<file path="src/bp_pkg.sv">
/*
 * Shared constants of the branch prediction unit.
 * Counter width and APB register map, used as bp_pkg::name.
 */
package bp_pkg;

	// Width of each event counter, wraps around
	localparam int STAT_WIDTH = 16;

	// APB register offsets
	localparam logic [31:0] REG_PREDICTIONS = 32'h0;	// Accepted predictions, read only
	localparam logic [31:0] REG_MISPREDICTS = 32'h4;	// Mispredicts, read only
	localparam logic [31:0] REG_CTRL        = 32'h8;	// Control, write only, reads as 0

	// Control register bits
	localparam int CTRL_CLEAR_BIT = 0;	// Clears PHT, GHR and checkpoint queue
	localparam int CTRL_ZERO_BIT  = 1;	// Zeroes both event counters

endpackage

</file>
<file path="src/bp_update_if.sv">
/*
 * Update path from the control block to the predictor table.
 * No handshake, every signal acts at the next rising edge.
 */
`timescale 1ns/1ns

interface bp_update_if #(
	parameter int GHR_BITS = 4
);
	logic                upd_valid;	// Write upd_taken into the PHT
	logic [GHR_BITS-1:0] upd_index;
	logic                upd_taken;
	logic                restore_valid;	// Roll the GHR back
	logic [GHR_BITS-1:0] restore_ghr;
	logic                clear;	// Clear PHT and GHR

	// Control side drives everything
	modport ctrl (output upd_valid, upd_index, upd_taken, restore_valid, restore_ghr, clear);

	// Table side only listens
	modport tbl (input upd_valid, upd_index, upd_taken, restore_valid, restore_ghr, clear);

endinterface

</file>
<file path="src/gshare_pht.sv">
/*
 * Gshare predictor core: GHR, one-bit PHT and the index hash.
 * Prediction is registered one cycle after accept; repairs arrive on the update interface.
 */
`timescale 1ns/1ns

module gshare_pht #(
	parameter int GHR_BITS = 4
) (
	input  logic                clock,
	input  logic                reset,
	input  logic                accept,	// Branch taken in this cycle
	input  logic [31:0]         pc,
	output logic [GHR_BITS-1:0] pred_index,	// Checkpoint fields, combinational
	output logic [GHR_BITS-1:0] pred_ghr,
	output logic                pred_bit,
	output logic                pred_valid,	// Registered response
	output logic                pred_taken,
	bp_update_if.tbl            upd
);

	localparam int PHT_SIZE = 2 ** GHR_BITS;

	logic [GHR_BITS-1:0] ghr;
	logic [PHT_SIZE-1:0] pht;	// One bit per entry, 1 is taken

	// Hash skips the byte offset of the PC
	assign pred_index = ghr ^ pc[GHR_BITS+1:2];
	assign pred_ghr   = ghr;	// History before this branch
	assign pred_bit   = pht[pred_index];

	always_ff @(posedge clock) begin
		if (reset) begin
			pht        <= '0;	// All not taken
			ghr        <= '0;
			pred_valid <= 1'b0;
			pred_taken <= 1'b0;
		end else begin
			pred_valid <= accept;	// Exactly one cycle after accept
			if (accept)
				pred_taken <= pred_bit;

			// Clear first, then repair, then speculative shift
			if (upd.clear) begin
				pht <= '0;
				ghr <= '0;
			end else if (upd.upd_valid || upd.restore_valid) begin
				if (upd.upd_valid)
					pht[upd.upd_index] <= upd.upd_taken;	// Train with the real outcome
				if (upd.restore_valid)
					ghr <= upd.restore_ghr;
			end else if (accept) begin
				ghr <= {ghr[GHR_BITS-2:0], pred_bit};	// Speculative history
			end
		end
	end

endmodule

</file>
<file path="src/checkpoint_queue.sv">
/*
 * In-order FIFO of prediction checkpoints (PHT index, GHR, predicted bit).
 * Head entry is the oldest unresolved branch; flush empties it in one cycle.
 */
`timescale 1ns/1ns

module checkpoint_queue #(
	parameter int GHR_BITS    = 4,
	parameter int QUEUE_DEPTH = 4
) (
	input  logic                clock,
	input  logic                reset,
	input  logic                push,
	input  logic [GHR_BITS-1:0] push_index,
	input  logic [GHR_BITS-1:0] push_ghr,
	input  logic                push_pred,
	input  logic                pop,
	input  logic                flush,	// Drops every entry
	output logic [GHR_BITS-1:0] head_index,
	output logic [GHR_BITS-1:0] head_ghr,
	output logic                head_pred,
	output logic                empty,
	output logic                full
);

	localparam int PTR_W = (QUEUE_DEPTH > 1) ? $clog2(QUEUE_DEPTH) : 1;
	localparam int CNT_W = $clog2(QUEUE_DEPTH + 1);

	// Entry storage
	logic [GHR_BITS-1:0] index_mem [QUEUE_DEPTH];
	logic [GHR_BITS-1:0] ghr_mem   [QUEUE_DEPTH];
	logic                pred_mem  [QUEUE_DEPTH];

	logic [PTR_W-1:0] rd_ptr;
	logic [PTR_W-1:0] wr_ptr;
	logic [CNT_W-1:0] count;

	logic do_push;
	logic do_pop;

	assign empty   = (count == '0);
	assign full    = (count == CNT_W'(QUEUE_DEPTH));
	assign do_push = push && !full;
	assign do_pop  = pop && !empty;

	assign head_index = index_mem[rd_ptr];
	assign head_ghr   = ghr_mem[rd_ptr];
	assign head_pred  = pred_mem[rd_ptr];

	// Pointer wrap also works for depths that are not a power of two
	function automatic logic [PTR_W-1:0] next_ptr(input logic [PTR_W-1:0] ptr);
		next_ptr = (ptr == PTR_W'(QUEUE_DEPTH - 1)) ? '0 : ptr + 1'b1;
	endfunction

	always_ff @(posedge clock) begin
		if (do_push && !flush) begin
			index_mem[wr_ptr] <= push_index;
			ghr_mem[wr_ptr]   <= push_ghr;
			pred_mem[wr_ptr]  <= push_pred;
		end
	end

	always_ff @(posedge clock) begin
		if (reset || flush) begin
			rd_ptr <= '0;
			wr_ptr <= '0;
			count  <= '0;
		end else begin
			if (do_push)
				wr_ptr <= next_ptr(wr_ptr);
			if (do_pop)
				rd_ptr <= next_ptr(rd_ptr);
			count <= count + CNT_W'(do_push) - CNT_W'(do_pop);
		end
	end

endmodule

</file>
<file path="src/bp_stats_apb.sv">
/*
 * APB slave with the prediction and mispredict counters and the control register.
 * No wait states; unmapped offsets answer with pslverr.
 */
`timescale 1ns/1ns

module bp_stats_apb (
	input  logic        clock,
	input  logic        reset,
	input  logic        psel,
	input  logic        penable,
	input  logic        pwrite,
	input  logic [31:0] paddr,
	input  logic [31:0] pwdata,
	input  logic        count_pred,	// One accepted prediction
	input  logic        count_mispredict,	// One mispredicted resolve
	output logic [31:0] prdata,
	output logic        pready,
	output logic        pslverr,
	output logic        clear_req	// Pulse during the access cycle
);

	logic [bp_pkg::STAT_WIDTH-1:0] pred_count;
	logic [bp_pkg::STAT_WIDTH-1:0] mispredict_count;

	logic access;
	logic mapped;
	logic ctrl_write;

	assign access = psel && penable;
	assign mapped = (paddr == bp_pkg::REG_PREDICTIONS) ||
		(paddr == bp_pkg::REG_MISPREDICTS) ||
		(paddr == bp_pkg::REG_CTRL);
	assign ctrl_write = access && pwrite && (paddr == bp_pkg::REG_CTRL);

	assign pready    = 1'b1;	// Never stalls
	assign pslverr   = access && !mapped;
	assign clear_req = ctrl_write && pwdata[bp_pkg::CTRL_CLEAR_BIT];

	// Read mux, control register reads as zero
	always_comb begin
		prdata = '0;
		if (psel && !pwrite) begin
			if (paddr == bp_pkg::REG_PREDICTIONS)
				prdata = {{(32 - bp_pkg::STAT_WIDTH){1'b0}}, pred_count};
			else if (paddr == bp_pkg::REG_MISPREDICTS)
				prdata = {{(32 - bp_pkg::STAT_WIDTH){1'b0}}, mispredict_count};
		end
	end

	// Event counters wrap around; a zero request beats an increment
	always_ff @(posedge clock) begin
		if (reset || (ctrl_write && pwdata[bp_pkg::CTRL_ZERO_BIT])) begin
			pred_count       <= '0;
			mispredict_count <= '0;
		end else begin
			pred_count       <= pred_count + bp_pkg::STAT_WIDTH'(count_pred);
			mispredict_count <= mispredict_count + bp_pkg::STAT_WIDTH'(count_mispredict);
		end
	end

endmodule

</file>
<file path="src/bp_ctrl.sv">
/*
 * Control of the predictor: accepts branches, resolves the oldest checkpoint,
 * and drives queue pushes, pops, flushes, PHT training and GHR rollback.
 */
`timescale 1ns/1ns

module bp_ctrl #(
	parameter int GHR_BITS    = 4,
	parameter int QUEUE_DEPTH = 4
) (
	input  logic                clock,
	input  logic                reset,
	input  logic                branch_valid,
	input  logic                resolve_valid,	// Refers to the oldest branch
	input  logic                resolve_taken,
	input  logic                q_full,
	input  logic                q_empty,
	input  logic [GHR_BITS-1:0] head_index,
	input  logic [GHR_BITS-1:0] head_ghr,
	input  logic                head_pred,
	input  logic [GHR_BITS-1:0] pred_index,
	input  logic [GHR_BITS-1:0] pred_ghr,
	input  logic                pred_bit,
	input  logic                clear_req,
	output logic                pred_ready,
	output logic                push,	// Also the accept strobe of the table
	output logic [GHR_BITS-1:0] push_index,
	output logic [GHR_BITS-1:0] push_ghr,
	output logic                push_pred,
	output logic                pop,
	output logic                flush,
	output logic                count_pred,
	output logic                count_mispredict,
	bp_update_if.ctrl           upd
);

	logic running;	// Low through reset, holds pred_ready off
	logic resolving;
	logic mispredict;

	// Hash needs at least two history bits, queue at least one slot
	if (GHR_BITS < 2 || QUEUE_DEPTH < 1)
		$error("bp_ctrl: GHR_BITS must be 2 or more and QUEUE_DEPTH 1 or more");

	always_ff @(posedge clock) begin
		if (reset)
			running <= 1'b0;
		else
			running <= 1'b1;
	end

	// Resolution and clear take the cycle, so the request is dropped
	assign pred_ready = running && !q_full && !resolve_valid && !clear_req;
	assign push       = branch_valid && pred_ready;
	assign push_index = pred_index;
	assign push_ghr   = pred_ghr;	// History before the shift
	assign push_pred  = pred_bit;

	assign resolving  = resolve_valid && !q_empty;	// Nothing to resolve when empty
	assign mispredict = resolving && (resolve_taken != head_pred);

	assign pop   = resolving && !mispredict;
	assign flush = mispredict || clear_req;	// Younger entries are wrong path

	// Repair: train the entry and rebuild history with the real outcome
	assign upd.upd_valid     = mispredict;
	assign upd.upd_index     = head_index;
	assign upd.upd_taken     = resolve_taken;
	assign upd.restore_valid = mispredict;
	assign upd.restore_ghr   = {head_ghr[GHR_BITS-2:0], resolve_taken};
	assign upd.clear         = clear_req;

	assign count_pred       = push;
	assign count_mispredict = mispredict;

endmodule

</file>
<file path="src/bpu_top.sv">
/*
 * Top level of the gshare branch prediction unit.
 * Prediction, resolution and APB register ports; instances and wires only.
 */
`timescale 1ns/1ns

module bpu_top #(
	parameter int GHR_BITS    = 4,
	parameter int QUEUE_DEPTH = 4
) (
	input  logic        clock,
	input  logic        reset,
	// Prediction request and response
	input  logic        branch_valid,
	input  logic [31:0] pc,
	output logic        pred_ready,
	output logic        pred_valid,
	output logic        pred_taken,
	// Resolution of the oldest branch
	input  logic        resolve_valid,
	input  logic        resolve_taken,
	// APB register port
	input  logic        psel,
	input  logic        penable,
	input  logic        pwrite,
	input  logic [31:0] paddr,
	input  logic [31:0] pwdata,
	output logic [31:0] prdata,
	output logic        pready,
	output logic        pslverr
);

	logic                push;
	logic                pop;
	logic                flush;
	logic                q_full;
	logic                q_empty;
	logic                clear_req;
	logic                count_pred;
	logic                count_mispredict;
	logic [GHR_BITS-1:0] pred_index;
	logic [GHR_BITS-1:0] pred_ghr;
	logic                pred_bit;
	logic [GHR_BITS-1:0] push_index;
	logic [GHR_BITS-1:0] push_ghr;
	logic                push_pred;
	logic [GHR_BITS-1:0] head_index;
	logic [GHR_BITS-1:0] head_ghr;
	logic                head_pred;

	bp_update_if #(.GHR_BITS(GHR_BITS)) u_update ();

	bp_ctrl #(.GHR_BITS(GHR_BITS), .QUEUE_DEPTH(QUEUE_DEPTH)) u_ctrl (
		.clock, .reset, .branch_valid, .resolve_valid, .resolve_taken,
		.q_full, .q_empty, .head_index, .head_ghr, .head_pred,
		.pred_index, .pred_ghr, .pred_bit, .clear_req,
		.pred_ready, .push, .push_index, .push_ghr, .push_pred,
		.pop, .flush, .count_pred, .count_mispredict,
		.upd(u_update.ctrl)
	);

	gshare_pht #(.GHR_BITS(GHR_BITS)) u_pht (
		.clock, .reset, .accept(push), .pc,
		.pred_index, .pred_ghr, .pred_bit, .pred_valid, .pred_taken,
		.upd(u_update.tbl)
	);

	checkpoint_queue #(.GHR_BITS(GHR_BITS), .QUEUE_DEPTH(QUEUE_DEPTH)) u_queue (
		.clock, .reset, .push, .push_index, .push_ghr, .push_pred, .pop, .flush,
		.head_index, .head_ghr, .head_pred, .empty(q_empty), .full(q_full)
	);

	bp_stats_apb u_stats (
		.clock, .reset, .psel, .penable, .pwrite, .paddr, .pwdata,
		.count_pred, .count_mispredict, .prdata, .pready, .pslverr, .clear_req
	);

endmodule

</file>
<file path="config.mk">
export PLATFORM = sky130hd
export DESIGN_NAME = bpu_top
export DESIGN_NICKNAME = d
export VERILOG_FILES = /design/src/bp_pkg.sv /design/src/bp_update_if.sv /design/src/gshare_pht.sv /design/src/checkpoint_queue.sv /design/src/bp_stats_apb.sv /design/src/bp_ctrl.sv /design/src/bpu_top.sv
export SDC_FILE = /design/constraint.sdc
export NUM_CORES = 1
export LEC_CHECK = 0
export BUFFER_PORTS_ARGS = -buffer_cell sky130_fd_sc_hd__buf_2
export CAP_MARGIN = 15
export CORE_UTILIZATION = 53
export CTS_CLUSTER_SIZE = 25
export DETAILED_ROUTE_END_ITERATION = 10
export GPL_TIMING_DRIVEN = 0
export PLACE_DENSITY = 0.81
export SYNTH_ARGS = -nofsm -noshare
export SYNTH_HDL_FRONTEND = slang
export SYNTH_HIERARCHICAL = 1
export SYNTH_SLANG_ARGS = --single-unit
</file>
<file path="constraint.sdc">
create_clock -name clock -period 3.3 [get_ports clock]
set_input_delay 0 -clock clock [delete_from_list [all_inputs] [get_ports clock]]
set_output_delay 0 -clock clock [all_outputs]
set_load 0.005 [all_outputs]
</file>
# After elaboration in Yosys (flattened, before gate mapping)
# Memory sizes are Yosys's and may differ from the RTL's. A register that Yosys moved wholly into a read port is not among the register bits.
# Cells that the tools add are included.
# classes
n_reduce_logical	35
n_addsub	6
magnitude_cmp	3
bitwise_logic	1
eq_ne	6
muxes	21
# ops
cell	count
$mux 32	2
$add 16x1->16	2
$eq 32x3->1 const B	1
$eq 32x4->1 const B	1
$logic_not 32->1	1
$logic_and 1x1->1	18
$bwmux 16	1
$mux 16	1
$mux 2	8
$lt 4x5->1 const B	2
$logic_not 1->1	8
$mux 4	2
$logic_or 1x1->1	5
$mux 1	5
$add 2x1->2 const B	2
$bmux 1 s4	1
$demux 1 s4	1
$eq 2x2->1 const B	2
$ge 4x1->1 const B	1
$xor 4x4->4	1
$add 3x1->3	1
$eq 3x3->1 const B	1
$logic_not 3->1	1
$sub 3x1->3	1
other kinds (3)	3
# word_totals
register_bits	62
ram_bits	36
memories	3
in_bits	104
# mem_list
name	depth	word_bits	read_ports	rd_ports_with_merged_regs	write_ports	line	rtl
u_queue.ghr_mem	4	4	1	1	1	checkpoint_queue.sv:31	logic [GHR_BITS-1:0] ghr_mem [QUEUE_DEPTH];
u_queue.index_mem	4	4	1	1	1	checkpoint_queue.sv:30	logic [GHR_BITS-1:0] index_mem [QUEUE_DEPTH];
u_queue.pred_mem	4	1	1	1	1	checkpoint_queue.sv:32	logic pred_mem [QUEUE_DEPTH];

# Longest topological paths before layout
# logic_depth
depth_word	11
ltp_mapped	17
ltp_nobuf	15

# Modules after synthesis
# Netlist, hierarchy kept.
# by_module_without_submodules
mod	area_per_inst_um2	cells_each	instances
bp_stats_apb	1881.8	232	1
checkpoint_queue	1785.5	98	1
gshare_pht	1123.6	135	1
bp_ctrl	254.0	31	1

# Least setup slack after synthesis
# Ideal clock, no wire load.
# synth_path
path_type	register to register
start	register (tool-made name)
end	register u_queue.count[2]
setup_time_ns	0.078
synth_period_minus_slack_ns	2.895
setup_slack_ns	0.405
stages_incl_launch_ff	15
t_arrival_ns	2.817
path_buffers	1
cell_sequence	dfxtp_1 > buf_2 > mux4_2 > xnor2_1 > and3b_1 > o31ai_2 > inv_1 > ha_1 > inv_1 > ha_1 > inv_1 > fa_1 > xor2_1 > and2_1 > nor3_1
# synth_rtl
item	line	rtl
to (signal assigned)	checkpoint_queue.sv:73	count <= count + CNT_W'(do_push) - CNT_W'(do_pop);
to (decl)	checkpoint_queue.sv:36	logic [CNT_W-1:0] count;

==> reports/metrics.cfg <==
[worst_setup_path]
crit_required_ns = 3.59
worstReg2RegEnd = u_stats/mispredict_count[15]$_SDFF_PP0_
crit_chain = buf_4, mux4_2, xnor2_2, nor2_1, ha_1, nand2_1, or4_4, or4_1, a21oi_1
cp.depth = 9
worstRegToRegCells = 9
critPathMaxStageDelay_ns = 0.58
worstSetupEndpointType = register
cpMaxStageDelayCell = mux4_2
critPathKind = reg -> reg
rrSetupSlack_ns = 0.14
endpoint = u_stats/mispredict_count[15]$_SDFF_PP0_
critPathBufInv = 1
start_kind = register
worstPathArrival_ns = 3.45
critPathTopFamily = simple AND/OR/NAND/NOR gates
path_max_fanout = 8

[cts]
clkTransAtPathRegs_ns = 0.09
cts_tree = yes
cts_buffers = 9
clock_sinks = 96
clockBufferDepth = 2
clk_latency_ns = 0.36
h-tree-depth = 3
clockRootBuffer = clkbuf_8

[cells_and_area]
nets = 700
final_core_util_pct = 64.1
final_cell_mix = nor2_1 (70), buf_2 (68), dfxtp_1 (64)
antenna_cells = 0
drive_above_1_share_pct = 25.3
area_growth_pct = 15.9
layout_commonest_cell = nor2_1

[power_and_ir_drop]
intPower_mw = 1.75
powerDensity_nw_per_um2 = 400
p_seq_share_pct = 54.7
ir_drop_uv = 185
clkPwrFrac_pct = 37.1
leakage_nw = 2.29
total_power_mw = 2.27
netSwitchingPower_mw = 0.521
swShare_pct = 23.0
combPwrFrac_pct = 8.2

[placed_design]
dp_hpwl_um = 7810
portBuffers = 64
gp_congestion = 0.881

[route]
ant_nets = 0
wl_per_cell_um = 15.0
vias = 3795
drt_iter0_drc = 165
routed_wirelength_um = 10500
firstDrtPassIters = 8
drc = 1
detail_route.vias_per_cell = 5.44

[synth]
netlist_area_um2 = 4890
syn_inst = 490
avgSynthCellArea_um2 = 9.99
yosys_warnings = 6

[sta]
max_freq_ghz = 0.316
period_needed_ns = 3.16
fin_tns_setup_ns = 0
hold_viol = 0
skew_ns = 0.0110
relSlewSlack_pct = 52.9
final_max_slew_viol_count = 0
finalSetupViolCount = 0
tightest_slew_ns = 0.706
period_share_pct = 95.9
rsz0062_at_grt = false

[die]
initial_utilization_pct = 55.3
die_w_um = 98.1
die_y_um = 98.1
die_area_um2 = 9620
num_rows = 34
core_um2 = 8850
io_pins = 141

[global_route]
grt_use_total_pct = 23.1
antenna_found_initial = 0
grt_pass1_wl_um = 17300
grt_max_degree = 17
grt_remaining_overflow = 0
grt_pass1_vias = 3687

[worst_hold_path]
hold_path.class = in -> reg

[run]
maxCapViolCount = 0

[status]
violations = DRC
status = finished, violations left

-- worst register-to-register path, stage by stage, from the launching register on --
cell and delay (ns):
dfxtp_1 0.32, buf_4 0.20, mux4_2 0.58, xnor2_2 0.18, nor2_1 0.27, ha_1 0.30, nand2_1 0.15, or4_4 0.47
or4_1 0.48, a21oi_1 0.15
-- sequential cells by signal (all words and copies together), names as in the netlist, named ones only --
name / count
u_pht/pred_taken: 1
u_queue/pred_mem: 4
u_pht/pred_ghr: 4
u_queue/rd_ptr: 2
u_pht/pred_valid: 1
u_queue/ghr_mem: 12
u_queue/count: 3
u_queue/index_mem: 16
u_stats/pred_count: 16
u_queue/wr_ptr: 2
u_ctrl/running: 1
u_pht/pht: 16
u_stats/mispredict_count: 16
-- what timing repair did --
action                     CTS  global route
buffers inserted             0             0
resized for setup            1             3
pin swaps                    0             1
setup endpoints to repair    1             3
hold buffers                 1             0
hold endpoints to repair     2             0
-- metal layers --
metal / track usage (%) / vias to the layer above / wire length [um]
met5: 0 / - / 0
met4: 7.46 / 0 / 117
met3: 4.44 / 8 / 460
met2: 39.9 / 110 / 5330
met1: 29.0 / 1828 / 4590
li1: - / 1849 / -
-- layout make-up --
| type | instances | area [um2] |
|---|---|---|
| fill | 724 | 3180 |
| buffer | 53 | 352 |
| sequential | 96 | 2240 |
| tap | 108 | 135 |
| multi-input combinational | 340 | 2310 |
| timing repair buffer | 69 | 355 |
| clock buffer | 9 | 124 |
| clock inverter | 7 | 93.8 |
| inverter | 15 | 56.3 |
-- power groups by stage --
stage | clock [mW] | combinational (mW) | sequential (mW)
after floorplan | 0 | 0.122 | 1.27
after global placement | 0 | 0.174 | 1.27
after detailed placement | 0 | 0.182 | 1.27
after CTS | 0.855 | 0.185 | 1.24
after global routing | 0.907 | 0.204 | 1.24
final | 0.843 | 0.185 | 1.24
-- metrics by stage --
step | hold slack [ns] | area, um2 | setup WS (ns) | instances
2_1_floorplan | 0.0244 | 4950 | 0.429 | 505
3_3_place_gp | 0.240 | 5410 | 0.0988 | 677
3_5_place_dp | 0.248 | 5430 | 0.0813 | 681
4_1_cts | 0.0718 | 5670 | 0.0138 | 698
5_1_grt | 0.104 | 5670 | 0.00535 | 697
6_report | 0.0868 | 5670 | 0.135 | 697
-- how the worst min path moves through the flow --
stage,start,endpoint,cells after the start
floorplan,resolve_valid,pred_ready,1
global placement,reset,u_ctrl/running$_DFF_P_,2
detailed placement,reset,u_ctrl/running$_DFF_P_,2
CTS,pwdata[1],u_stats/pred_count[13]$_SDFF_PP0_,3
global route,pwdata[1],u_stats/pred_count[13]$_SDFF_PP0_,3
finish,pwdata[1],u_stats/pred_count[13]$_SDFF_PP0_,3
Power figures use the tool's default switching activity.
